## config.mk

```make
export PLATFORM = sky130hd
export DESIGN_NAME = stream_sync
export DESIGN_NICKNAME = d
export VERILOG_FILES = /design/src/verilog/stream_sync_pkg.sv /design/src/verilog/sop_tracker.sv /design/src/verilog/sync_fsm.sv /design/src/verilog/sync_event_counter.sv /design/src/verilog/stream_gate.sv /design/src/verilog/stream_sync.sv
export SDC_FILE = /design/constraint.sdc
export NUM_CORES = 1
export LEC_CHECK = 0
export ABC_CLOCK_PERIOD_IN_PS = 2900
export BUFFER_PORTS_ARGS = -buffer_cell sky130_fd_sc_hd__buf_2
export CAP_MARGIN = 20
export CORE_AREA = 8 8 149 151
export CTS_BUF_LIST = sky130_fd_sc_hd__clkbuf_8 sky130_fd_sc_hd__clkbuf_16
export CTS_CLUSTER_SIZE = 16
export DETAILED_ROUTE_END_ITERATION = 10
export DIE_AREA = 0 0 157 159
export SYNTH_ARGS = -nofsm -noshare
export SYNTH_HDL_FRONTEND = slang
export SYNTH_SLANG_ARGS = --single-unit
```

## constraint.sdc

```tcl
create_clock -name axi4s_in0 -period 2.9 [get_ports axi4s_in0]
set_clock_uncertainty 0.2 [all_clocks]
set_input_delay 0.145 -clock axi4s_in0 [delete_from_list [all_inputs] [get_ports axi4s_in0]]
set_output_delay 0.145 -clock axi4s_in0 [all_outputs]
set_load 0.02 [all_outputs]
```

## src/verilog/stream_sync_pkg.sv

```systemverilog
// shared types for the stream synchronizer; tuser is 16 bits and carries either a packet id or a header-last marker
`default_nettype none

package stream_sync_pkg;

   // ----------------------------------------------------------------------
   // synchronization mode and widths
   // ----------------------------------------------------------------------

   // sop aligns packet starts, hdr_tlast aligns the end of the header
   typedef enum logic [0:0] {
      SOP       = 1'b0,
      HDR_TLAST = 1'b1
   } sync_mode_t;

   localparam int DATA_W = 64;
   localparam int KEEP_W = DATA_W / 8;
   localparam int PTR_W  = 12;
   localparam int CNT_W  = 16;

   // ----------------------------------------------------------------------
   // buffer context carried in tuser
   // ----------------------------------------------------------------------

   // packet id view, the write pointer sits in the low bits
   typedef struct packed {
      logic [3:0]       spare;
      logic [PTR_W-1:0] wr_ptr;
   } sop_ctx_t;

   // header view, bit 0 marks the payload beat that lines up with the header tlast
   typedef struct packed {
      logic [14:0] spare;
      logic        hdr_tlast;
   } hdr_ctx_t;

   // the same 16 bit word is decoded one way or the other depending on the mode
   typedef union packed {
      sop_ctx_t sop;
      hdr_ctx_t hdr;
   } buffer_ctx_u;

   // one stream beat, 89 bits in all
   typedef struct packed {
      logic [DATA_W-1:0] tdata;
      logic [KEEP_W-1:0] tkeep;
      logic              tlast;
      buffer_ctx_u       tuser;
   } stream_beat_t;

endpackage

`default_nettype wire

```

## src/verilog/sop_tracker.sv

```systemverilog
// start-of-packet flag per stream; assumes every packet ends with a tlast beat, no explicit sop from the source
`timescale 1ns/1ps
`default_nettype none

module sop_tracker (
   input  logic clk,
   input  logic reset,
   input  logic xfer,
   input  logic tlast,
   output logic at_sop
);

   // ----------------------------------------------------------------------
   // packet boundary tracking
   // ----------------------------------------------------------------------

   // the flag answers one question: is the beat now waiting at the
   // input the first beat of a packet?
   // after reset the stream is idle, so the first beat seen is a start

   // a transfer of a last beat means the next beat opens a new packet
   // any other transfer means we are now inside a packet
   // without a transfer the flag keeps its value, since the beat
   // waiting at the input has not changed position in the packet

   always_ff @(posedge clk) begin
      if (reset) begin
         at_sop <= 1'b1;
      end else if (xfer) begin
         at_sop <= tlast;
      end
   end

   // note that xfer is the out-side transfer of the same stream, and
   // the gate forwards the beat unchanged, so the in-side and out-side
   // view of packet position are always identical

endmodule

`default_nettype wire

```

## src/verilog/sync_fsm.sv

```systemverilog
// sync event detection and release tracking; a sop mismatch holds both streams with no recovery short of reset
`timescale 1ns/1ps
`default_nettype none

module sync_fsm #(
   parameter stream_sync_pkg::sync_mode_t MODE = stream_sync_pkg::SOP
) (
   input  logic                         clk,
   input  logic                         reset,
   input  logic                         valid_in_0,
   input  logic                         valid_in_1,
   input  stream_sync_pkg::stream_beat_t beat_in_0,
   input  stream_sync_pkg::stream_beat_t beat_in_1,
   input  logic                         at_sop_0,
   input  logic                         at_sop_1,
   input  logic                         xfer_0,
   input  logic                         xfer_1,
   output logic                         pass_0,
   output logic                         pass_1,
   output logic                         sync_pulse,
   output logic                         sop_mismatch,
   output logic                         mismatch_rise
);

   // bit n set means side n has been cleared past a sync but still
   // holds its event beat
   typedef enum logic [1:0] {
      ALIGN         = 2'b00,
      RELEASED_0    = 2'b01,
      RELEASED_1    = 2'b10,
      RELEASED_BOTH = 2'b11
   } state_t;

   state_t state, state_next;
   logic   evt_0, evt_1;
   logic   sync_cond, id_match, sync;
   logic   mismatch_q;

   // ----------------------------------------------------------------------
   // event decode
   // ----------------------------------------------------------------------

   // in hdr_tlast mode side 0 carries the header and side 1 the payload
   // whose context marks the beat that pairs with the header end
   assign evt_0 = (MODE == stream_sync_pkg::SOP) ? at_sop_0 : beat_in_0.tlast;
   assign evt_1 = (MODE == stream_sync_pkg::SOP) ? at_sop_1 : beat_in_1.tuser.hdr.hdr_tlast;

   assign id_match = (beat_in_0.tuser.sop.wr_ptr == beat_in_1.tuser.sop.wr_ptr);

   // a new sync is only taken once both earlier event beats are gone,
   // otherwise a short packet could pair with a stale beat on the other side
   assign sync_cond = (state == ALIGN) && valid_in_0 && evt_0 && valid_in_1 && evt_1;
   assign sync      = sync_cond && ((MODE == stream_sync_pkg::HDR_TLAST) || id_match);

   assign sop_mismatch = (MODE == stream_sync_pkg::SOP) && sync_cond && !id_match;

   // ----------------------------------------------------------------------
   // pass rule
   // ----------------------------------------------------------------------

   assign pass_0 = !evt_0 || sync || state[0];
   assign pass_1 = !evt_1 || sync || state[1];

   assign sync_pulse    = sync;
   assign mismatch_rise = sop_mismatch && !mismatch_q;

   // ----------------------------------------------------------------------
   // release state
   // ----------------------------------------------------------------------

   always_comb begin
      state_next = state;
      case (state)
         ALIGN: begin
            // a side that moves its event beat on the sync edge needs no release
            if (sync) begin
               state_next = state_t'({!xfer_1, !xfer_0});
            end
         end
         RELEASED_0: begin
            if (xfer_0) state_next = ALIGN;
         end
         RELEASED_1: begin
            if (xfer_1) state_next = ALIGN;
         end
         RELEASED_BOTH: begin
            state_next = state_t'({!xfer_1, !xfer_0});
         end
         default: state_next = ALIGN;
      endcase
   end

   always_ff @(posedge clk) begin
      if (reset) begin
         state      <= ALIGN;
         mismatch_q <= 1'b0;
      end else begin
         state      <= state_next;
         mismatch_q <= sop_mismatch;
      end
   end

endmodule

`default_nettype wire

```

## src/verilog/sync_event_counter.sv

```systemverilog
// status counters for syncs and mismatches; they saturate at all ones and clear only on reset
`timescale 1ns/1ps
`default_nettype none

module sync_event_counter #(
   parameter int CNT_W = 16
) (
   input  logic             clk,
   input  logic             reset,
   input  logic             sync_pulse,
   input  logic             mismatch_rise,
   output logic [CNT_W-1:0] sync_count,
   output logic [CNT_W-1:0] mismatch_count
);

   // ----------------------------------------------------------------------
   // saturating increment
   // ----------------------------------------------------------------------

   // once the count is all ones it stays there, so a reader can tell
   // that events were lost instead of seeing a wrapped small value
   function automatic logic [CNT_W-1:0] sat_inc(input logic [CNT_W-1:0] value);
      if (&value) begin
         return value;
      end
      return value + 1'b1;
   endfunction

   // both inputs are single cycle pulses, so each event counts once
   // and the new value shows up the cycle after the event
   always_ff @(posedge clk) begin
      if (reset) begin
         sync_count     <= '0;
         mismatch_count <= '0;
      end else begin
         if (sync_pulse) begin
            sync_count <= sat_inc(sync_count);
         end
         if (mismatch_rise) begin
            mismatch_count <= sat_inc(mismatch_count);
         end
      end
   end

endmodule

`default_nettype wire

```

## src/verilog/stream_gate.sv

```systemverilog
// valid/ready gate for one stream; purely combinational, so ready_in depends on ready_out in the same cycle
`timescale 1ns/1ps
`default_nettype none

module stream_gate (
   input  logic                          valid_in,
   input  stream_sync_pkg::stream_beat_t beat_in,
   output logic                          ready_in,
   output logic                          valid_out,
   output stream_sync_pkg::stream_beat_t beat_out,
   input  logic                          ready_out,
   input  logic                          pass,
   output logic                          xfer
);

   // ----------------------------------------------------------------------
   // handshake gating
   // ----------------------------------------------------------------------

   // while pass is low the beat is hidden from the consumer and the
   // source sees no ready, so the beat simply waits at the input
   assign valid_out = valid_in && pass;
   assign ready_in  = ready_out && pass;

   // the payload goes through untouched, only the handshake is gated
   assign beat_out = beat_in;

   // out-side transfer, which equals the in-side transfer here
   assign xfer = valid_out && ready_out;

endmodule

`default_nettype wire

```

## src/verilog/stream_sync.sv

```systemverilog
// two-stream synchronizer, single clock; in hdr_tlast mode side 0 must carry the header and side 1 the payload
`timescale 1ns/1ps
`default_nettype none

module stream_sync #(
   parameter stream_sync_pkg::sync_mode_t MODE  = stream_sync_pkg::SOP,
   parameter int                          CNT_W = stream_sync_pkg::CNT_W
) (
   input  logic                          axi4s_in0,
   input  logic                          reset,
   // side 0
   input  stream_sync_pkg::stream_beat_t beat_in_0,
   input  logic                          valid_in_0,
   output logic                          ready_in_0,
   output stream_sync_pkg::stream_beat_t beat_out_0,
   output logic                          valid_out_0,
   input  logic                          ready_out_0,
   // side 1
   input  stream_sync_pkg::stream_beat_t beat_in_1,
   input  logic                          valid_in_1,
   output logic                          ready_in_1,
   output stream_sync_pkg::stream_beat_t beat_out_1,
   output logic                          valid_out_1,
   input  logic                          ready_out_1,
   // status
   output logic                          sop_mismatch,
   output logic [CNT_W-1:0]              sync_count,
   output logic [CNT_W-1:0]              mismatch_count
);

   logic at_sop_0, at_sop_1;
   logic pass_0, pass_1;
   logic xfer_0, xfer_1;
   logic sync_pulse, mismatch_rise;

   // ----------------------------------------------------------------------
   // per-stream packet position
   // ----------------------------------------------------------------------

   sop_tracker u_sop_tracker_0 (.clk(axi4s_in0), .reset(reset), .xfer(xfer_0),
      .tlast(beat_out_0.tlast), .at_sop(at_sop_0));

   sop_tracker u_sop_tracker_1 (.clk(axi4s_in0), .reset(reset), .xfer(xfer_1),
      .tlast(beat_out_1.tlast), .at_sop(at_sop_1));

   // ----------------------------------------------------------------------
   // event detection and stall control
   // ----------------------------------------------------------------------

   sync_fsm #(.MODE(MODE)) u_sync_fsm (
      .clk(axi4s_in0), .reset(reset),
      .valid_in_0(valid_in_0), .valid_in_1(valid_in_1),
      .beat_in_0(beat_in_0), .beat_in_1(beat_in_1),
      .at_sop_0(at_sop_0), .at_sop_1(at_sop_1),
      .xfer_0(xfer_0), .xfer_1(xfer_1),
      .pass_0(pass_0), .pass_1(pass_1),
      .sync_pulse(sync_pulse), .sop_mismatch(sop_mismatch),
      .mismatch_rise(mismatch_rise));

   // ----------------------------------------------------------------------
   // datapath gates and status
   // ----------------------------------------------------------------------

   stream_gate u_stream_gate_0 (.valid_in(valid_in_0), .beat_in(beat_in_0),
      .ready_in(ready_in_0), .valid_out(valid_out_0), .beat_out(beat_out_0),
      .ready_out(ready_out_0), .pass(pass_0), .xfer(xfer_0));

   stream_gate u_stream_gate_1 (.valid_in(valid_in_1), .beat_in(beat_in_1),
      .ready_in(ready_in_1), .valid_out(valid_out_1), .beat_out(beat_out_1),
      .ready_out(ready_out_1), .pass(pass_1), .xfer(xfer_1));

   sync_event_counter #(.CNT_W(CNT_W)) u_sync_event_counter (
      .clk(axi4s_in0), .reset(reset),
      .sync_pulse(sync_pulse), .mismatch_rise(mismatch_rise),
      .sync_count(sync_count), .mismatch_count(mismatch_count));

endmodule

`default_nettype wire

```

==> run_results.csv, run 1 <==
group,metric,value,unit
synthesis,yosys-top-cells-count,"178 x buf_4, 37 x dfxtp_1, 33 x nor2_1",
layout,area_delta_synth_final,-10.7,%
synthesis,post_synth_num_cell_types,42,
setup_path,arrival,2570,ps
route,routedWlPerCell,17.3,um
layout,multi_input_area,1320,um^2
global_routing,antenna_found_initial,0,
timing,grt_setup_unrepaired,"no",
place,dp_hpwl,9.07,mm
place,io_buffers,94,
synthesis,yosysMostFrequentCell,"buf_4",
pwr,power.density,477,nW/um^2
layout,stdcell_area,3080,um^2
floorplanning,start_util,0.174,
pwr,power_frac_clock,0.358,
setup_path,crit_family,"simple AND/OR/NAND/NOR gates",
setup_path,required,2870,ps
floorplanning,fp-row-count,52,
route,num_vias,2423,
synthesis,synth_top_area_frac,0.387,
run_status,status,"finished with violations",
synthesis,synth_edf_count,0,
synthesis,synth.avg_cell_area,7.93,um^2
global_routing,grt_pass1_wl,15.3,mm
synthesis,syn-num-nets,624,
global_routing,gr-total-overflow,0,
timing,fin_ws,296,ps
timing,min_period,2600,ps
setup_path,r2r_slack,300,ps
layout,fillers,2249,
timing,fin_hold_ws,-4.97,ps
synthesis,netlist.top_cell.by_area,"buf_4",
route,drc,0,
layout,final-seq-area,741,um^2
route,wl,10.8,mm
clock_tree,numCtsBuffers,5,
clock_tree,ctsResizeCount,0,
setup_path,worstRegToRegCells,7,
layout,fin_util,0.155,
clock_tree,clockRootBuffer,"clkbuf_16",
pwr,seq_power_share,0.374,
clock_tree,clock_latency,280,ps
route,antenna_left,0,
setup_path,cp_slowest_cell,"a311o_1",
setup_path,slowest_delay,510,ps
layout,insertedDiodeCount,0,
clock_tree,cts_tree,"done",
global_routing,grt_pass1_vias,2537,
synthesis,syn_inst,435,
pwr,intPower,996,uW
worst_hold_path,hold_class,"in2reg",
synthesis,synthFlopType,"dfxtp_1",
global_routing,grt_max_degree,27,
setup_path,reg2reg_from,"u_sync_event_counter.mismatch_count[0]",
timing,setup_tns,0,ps
setup_path,path_cells,"ha_1 -> and2_1 -> and2_0 -> a311o_1 -> nor3_1 -> a21oi_1 -> a31o_2",
place,placed_area,2910,um^2
layout,nets,544,
route,firstDrtPassIters,4,
synthesis,synthTopCellsByArea,"buf_4 39%, dfxtp_1 21%, xnor2_1 7.9%",
synthesis,post_synth_instance_area,3450,um^2
pwr,power.leakage,1.20,nW
setup_path,cp-start-kind,"register",
floorplanning,die_area,25000,um^2
layout,final_layout_size_suffix_gt1_frac,0.337,
pwr,peakVddDrop,0.179,mV
setup_path,endpoint_kind,"register",
setup_path,crit_type,"reg2reg",
timing,finalSetupViolCount,0,
timing,max_freq,384,MHz
worst_hold_path,hp-start,"beat_in_1[16]",
global_routing,grtUsageTotal,0.0823,
timing,finalMaxSlewViolations,0,
synthesis,seq_area_frac_synth,0.215,
timing,tightest_slew,471,ps
setup_path,crit_buf_inv,0,
place,gp_congestion,0.734,
floorplanning,die_x,157,um
timing,hold_violations,1,
timing,slew_headroom,0.686,
route,vias_per_cell,3.87,
clock_tree,clk_path_buf_depth,2,
pwr,p_comb_frac,0.268,
setup_path,cp_max_fo,12,
floorplanning,die_h,159,um
floorplanning,core_area,19800,um^2
setup_path,r2r-end,"u_sync_event_counter.mismatch_count[7]",
pwr,p_sw_frac,0.322,
floorplanning,ios,399,
pwr,power.switching,474,uW
worst_hold_path,holdPathEnd,"u_sop_tracker_1.at_sop",
timing,fin_crit_sh,0.898,
worst_hold_path,holdPathStages,3,
route,drt_iter0_drc,123,
synthesis,yosysWarnings,0,
flow_run,drv_cap,0,
synthesis,synthArstFlopShare,0,
synthesis,synth_seq_cells,37,
clock_tree,clk_pin_slew,60,ps
place,dp_slack,331,ps
clock_tree,cts_max_level,2,
clock_tree,cts_sinks,37,
run_status,violations,"hold timing",
## state kept, by name (all words and copies together) (netlist names)
signal	count
u_sync_fsm.state	2
u_sync_fsm.mismatch_q	1
u_sop_tracker_1.at_sop	1
u_sop_tracker_0.at_sop	1
u_sync_event_counter.sync_count	16
u_sync_event_counter.mismatch_count	16
## final cells by class
cell class | count | area share
clock buffers | 5 | 0.0406
clock inverters | 3 | 0.00568
inverters | 5 | 0.00609
multi-input cells | 206 | 0.430
flip-flops and latches | 37 | 0.240
well taps | 270 | 0.110
repair buffers | 100 | 0.168
## worst max-delay path by stage
stage                                           start  slack (ps)  cells past startpoint                                endpoint
6_report       u_sync_event_counter.mismatch_count[0]         300                      7  u_sync_event_counter.mismatch_count[7]
5_1_grt                           u_sync_fsm.state[0]         150                      8  u_sync_event_counter.mismatch_count[7]
4_1_cts                           u_sync_fsm.state[0]         110                      9                              ready_in_0
3_5_place_dp   u_sync_event_counter.mismatch_count[0]         330                      7  u_sync_event_counter.mismatch_count[7]
3_3_place_gp   u_sync_event_counter.mismatch_count[0]         430                      7  u_sync_event_counter.mismatch_count[8]
2_1_floorplan                     u_sync_fsm.state[0]         580                      7      u_sync_event_counter.sync_count[4]
## stage by stage
step / power (mW) / cells
detailed placement: 0.957 / 615
global route: 1.56 / 626
CTS: 1.49 / 624
floorplan: 1.16 / 435
finish: 1.47 / 626
global placement: 0.954 / 615
## timing repair
item / 4_1_cts / 5_1_grt
endpoints found under the hold margin: 1 / 0
hold buffers: 1 / 0
setup buffers: 0 / 2
endpoints found under the setup margin: 0 / 4
## routing by layer
metal  part of all wire  up-vias  global-route usage
li1                   -     1112                   -
met5                  0        -                   0
met2               0.49      167               0.143
met4              0.096        0              0.0817
met3               0.12      102              0.0432
met1               0.29     1042              0.0624
## tightest hold or removal path, cell delays in order
cell and delay, ps:
buf_2 90, mux2_2 130, or3_1 80
## cell families after synthesis
| kind of cell | Yosys count | share of synthesized area |
|---|---|---|
| AO/OA/AOI/OAI | 27 | 0.0508 |
| multiplexers | 4 | 0.0131 |
| adder cells (fa/ha/maj) | 5 | 0.0181 |
| buffers and inverters | 192 | 0.403 |
| XOR/XNOR | 33 | 0.0838 |
| AND/OR/NAND/NOR | 137 | 0.216 |
| flip-flops | 37 | 0.215 |
## cell usage in the layout (no fill, tap or decap), types with 2 or more instances in the layout
cell type,count
mux2_2,4
nand2_1,22
inv_1,5
or4_1,2
buf_4,5
nor4_1,5
nor2_1,33
nand3_1,4
nor3_1,15
xnor2_1,31
xor2_1,2
and3_1,7
clkbuf_16,5
nor3b_1,2
a21oi_1,10
o21ai_0,4
and2_0,2
nor4_2,2
a31o_2,2
ha_1,5
nor2b_1,8
and4_1,7
and2_1,7
buf_2,94
nand4_1,14
clkinv_2,2
a31oi_1,2
a211oi_1,2
dfxtp_1,37
## power groups by stage
stage / sequential (mW) / clock, mW / combinational, mW
3_5_place_dp: 0.560 / 0 / 0.397
6_report: 0.550 / 0.526 / 0.394
4_1_cts: 0.549 / 0.545 / 0.400
5_1_grt: 0.553 / 0.567 / 0.439
3_3_place_gp: 0.560 / 0 / 0.395
2_1_floorplan: 0.562 / 0 / 0.594
No activity file was read; power rests on OpenSTA's default activity.
==> inputs of run 2 (changes only) <==
==> constraint.sdc (replaced) <==
create_clock -name axi4s_in0 -period 2.9 [get_ports axi4s_in0]
set_clock_uncertainty 0.2 [all_clocks]
set_input_delay 0.58 -clock axi4s_in0 [delete_from_list [all_inputs] [get_ports axi4s_in0]]
set_output_delay 0.58 -clock axi4s_in0 [all_outputs]
set_load 0.02 [all_outputs]
==> run_results.csv, run 2 (synthesized netlist as in run 1, its figures left out) <==
group,metric,value,unit
run_status,status,"completed",
floorplanning,core_area,19800,um^2
timing,fin_crit_sh,0.954,
global_routing,grt_pass1_wl,15.8,mm
layout,area_delta_synth_final,-6.89,%
setup_path,cp-start-kind,"register",
timing,slew_headroom,0.685,
route,wl,11.2,mm
layout,fillers,2263,
layout,insertedDiodeCount,0,
pwr,intPower,1.14,mW
timing,setup_tns,0,ps
layout,final_cell_mix,"92 x buf_2, 35 x dfxtp_1, 33 x nor2_1",
floorplanning,die_h,159,um
pwr,peakVddDrop,0.194,mV
route,firstDrtPassIters,4,
global_routing,gr-total-overflow,0,
layout,layout_commonest_cell,"buf_2",
timing,finalMaxSlewViolations,0,
setup_path,cp_max_fo,5,
global_routing,antenna_found_initial,0,
flow_run,drv_cap,0,
pwr,p_comb_frac,0.274,
clock_tree,cts_max_level,2,
setup_path,endpoint_kind,"output port",
pwr,power.switching,518,uW
pwr,seq_power_share,0.337,
clock_tree,clk_path_buf_depth,2,
place,gp_congestion,0.724,
floorplanning,die_x,157,um
route,drc,0,
layout,nets,554,
clock_tree,cts_tree,"done",
route,num_vias,2482,
timing,finalSetupViolCount,0,
clock_tree,clockRootBuffer,"clkbuf_16",
route,antenna_left,0,
timing,grt_setup_unrepaired,"no",
setup_path,crit_type,"reg2out",
clock_tree,clk_pin_slew,70,ps
layout,fin_util,0.162,
timing,max_freq,361,MHz
pwr,power.leakage,1.28,nW
timing,min_period,2770,ps
global_routing,grtUsageTotal,0.0850,
clock_tree,clock_latency,280,ps
timing,tightest_slew,473,ps
route,vias_per_cell,3.90,
route,drt_iter0_drc,88,
setup_path,required,2120,ps
floorplanning,die_area,25000,um^2
layout,final_layout_size_suffix_gt1_frac,0.377,
worst_hold_path,hold_class,"reg2reg",
pwr,power_frac_clock,0.389,
place,dp_hpwl,9.25,mm
timing,hold_violations,0,
route,routedWlPerCell,17.7,um
floorplanning,start_util,0.174,
pwr,p_sw_frac,0.312,
global_routing,grt_max_degree,41,
floorplanning,fp-row-count,52,
clock_tree,cts_sinks,37,
clock_tree,numCtsBuffers,5,
global_routing,grt_pass1_vias,2568,
place,io_buffers,94,
pwr,power.density,517,nW/um^2
setup_path,arrival,1990,ps
layout,reg_top3,"u_sync_event_counter.mismatch_count: 16 flops, u_sync_event_counter.sync_count: 16 flops, u_sync_fsm.state: 2 flops",
floorplanning,ios,399,
==> run 2: cell types whose count changed in the layout (fill, tap and decap cells not counted), sizes merged <==
cell	change
buf	+11
clkinv	-1
dlygate4sd3	-1
bufinv	+1
==> run 2: final cells by class <==
cell class | instances | area, um^2 | area share
tap | 270 | 338 | 0.105
clock buffer | 5 | 125 | 0.0389
multi-input combinational | 206 | 1340 | 0.417
clock inverter | 3 | 46.3 | 0.0144
inverter | 5 | 21.3 | 0.00662
sequential | 37 | 746 | 0.232
timing repair buffer | 110 | 596 | 0.185
==> run 2: worst paths after layout <==
path	from	endpoint	slack, ps	cells past startpoint
worst max-delay path	u_sync_fsm.state[0]	valid_out_0	130	8
worst min-delay path	u_sync_event_counter.sync_count[10]	u_sync_event_counter.sync_count[10]	300	1
worst max register to register	u_sync_fsm.state[0]	u_sync_event_counter.mismatch_count[7]	390	9
worst min register to register	u_sync_event_counter.sync_count[10]	u_sync_event_counter.sync_count[10]	300	1
==> run 2: timing repair <==
action | CTS | global route
pin swaps | 2 | 1
gates resized for setup | 4 | 8
hold buffers | 0 | 0
endpoints found under the setup margin | 4 | 4
buffers inserted | 0 | 3
==> run 2: routing by layer <==
metal | vias up | share of wire | GRT usage
met5 | - | 0 | 0
met4 | 0 | 0.099 | 0.0870
met3 | 109 | 0.11 | 0.0377
met2 | 171 | 0.48 | 0.146
met1 | 1072 | 0.31 | 0.0694
li1 | 1130 | - | -
==> run 2: power groups by stage <==
stage / logic [mW] / clock network (mW) / registers (mW)
2_1_floorplan: 0.594 / 0 / 0.562
3_3_place_gp: 0.418 / 0 / 0.563
3_5_place_dp: 0.421 / 0 / 0.563
4_1_cts: 0.429 / 0.675 / 0.552
5_1_grt: 0.499 / 0.693 / 0.564
6_report: 0.455 / 0.646 / 0.560
==> run 2: worst max-delay path: stages (launching register included) <==
cell and delay [ps]:
dfxtp_4 360, inv_4 70, ha_2 170, and4_4 230
and2_4 160, nand4_1 190, and3_4 260, nor2b_1 110
buf_4 150
==> run 2: through the flow <==
step | cells | cell area (um^2) | hold slack (ps) | power, mW | setup slack (ps)
floorplan | 435 | 3450 | 279 | 1.16 | 288
global placement | 625 | 2990 | 278 | 0.981 | 35.3
detailed placement | 625 | 2990 | 274 | 0.984 | 57.4
CTS | 633 | 3170 | 289 | 1.66 | 4.17
global route | 636 | 3210 | 327 | 1.76 | 2.29
finish | 636 | 3210 | 298 | 1.66 | 132
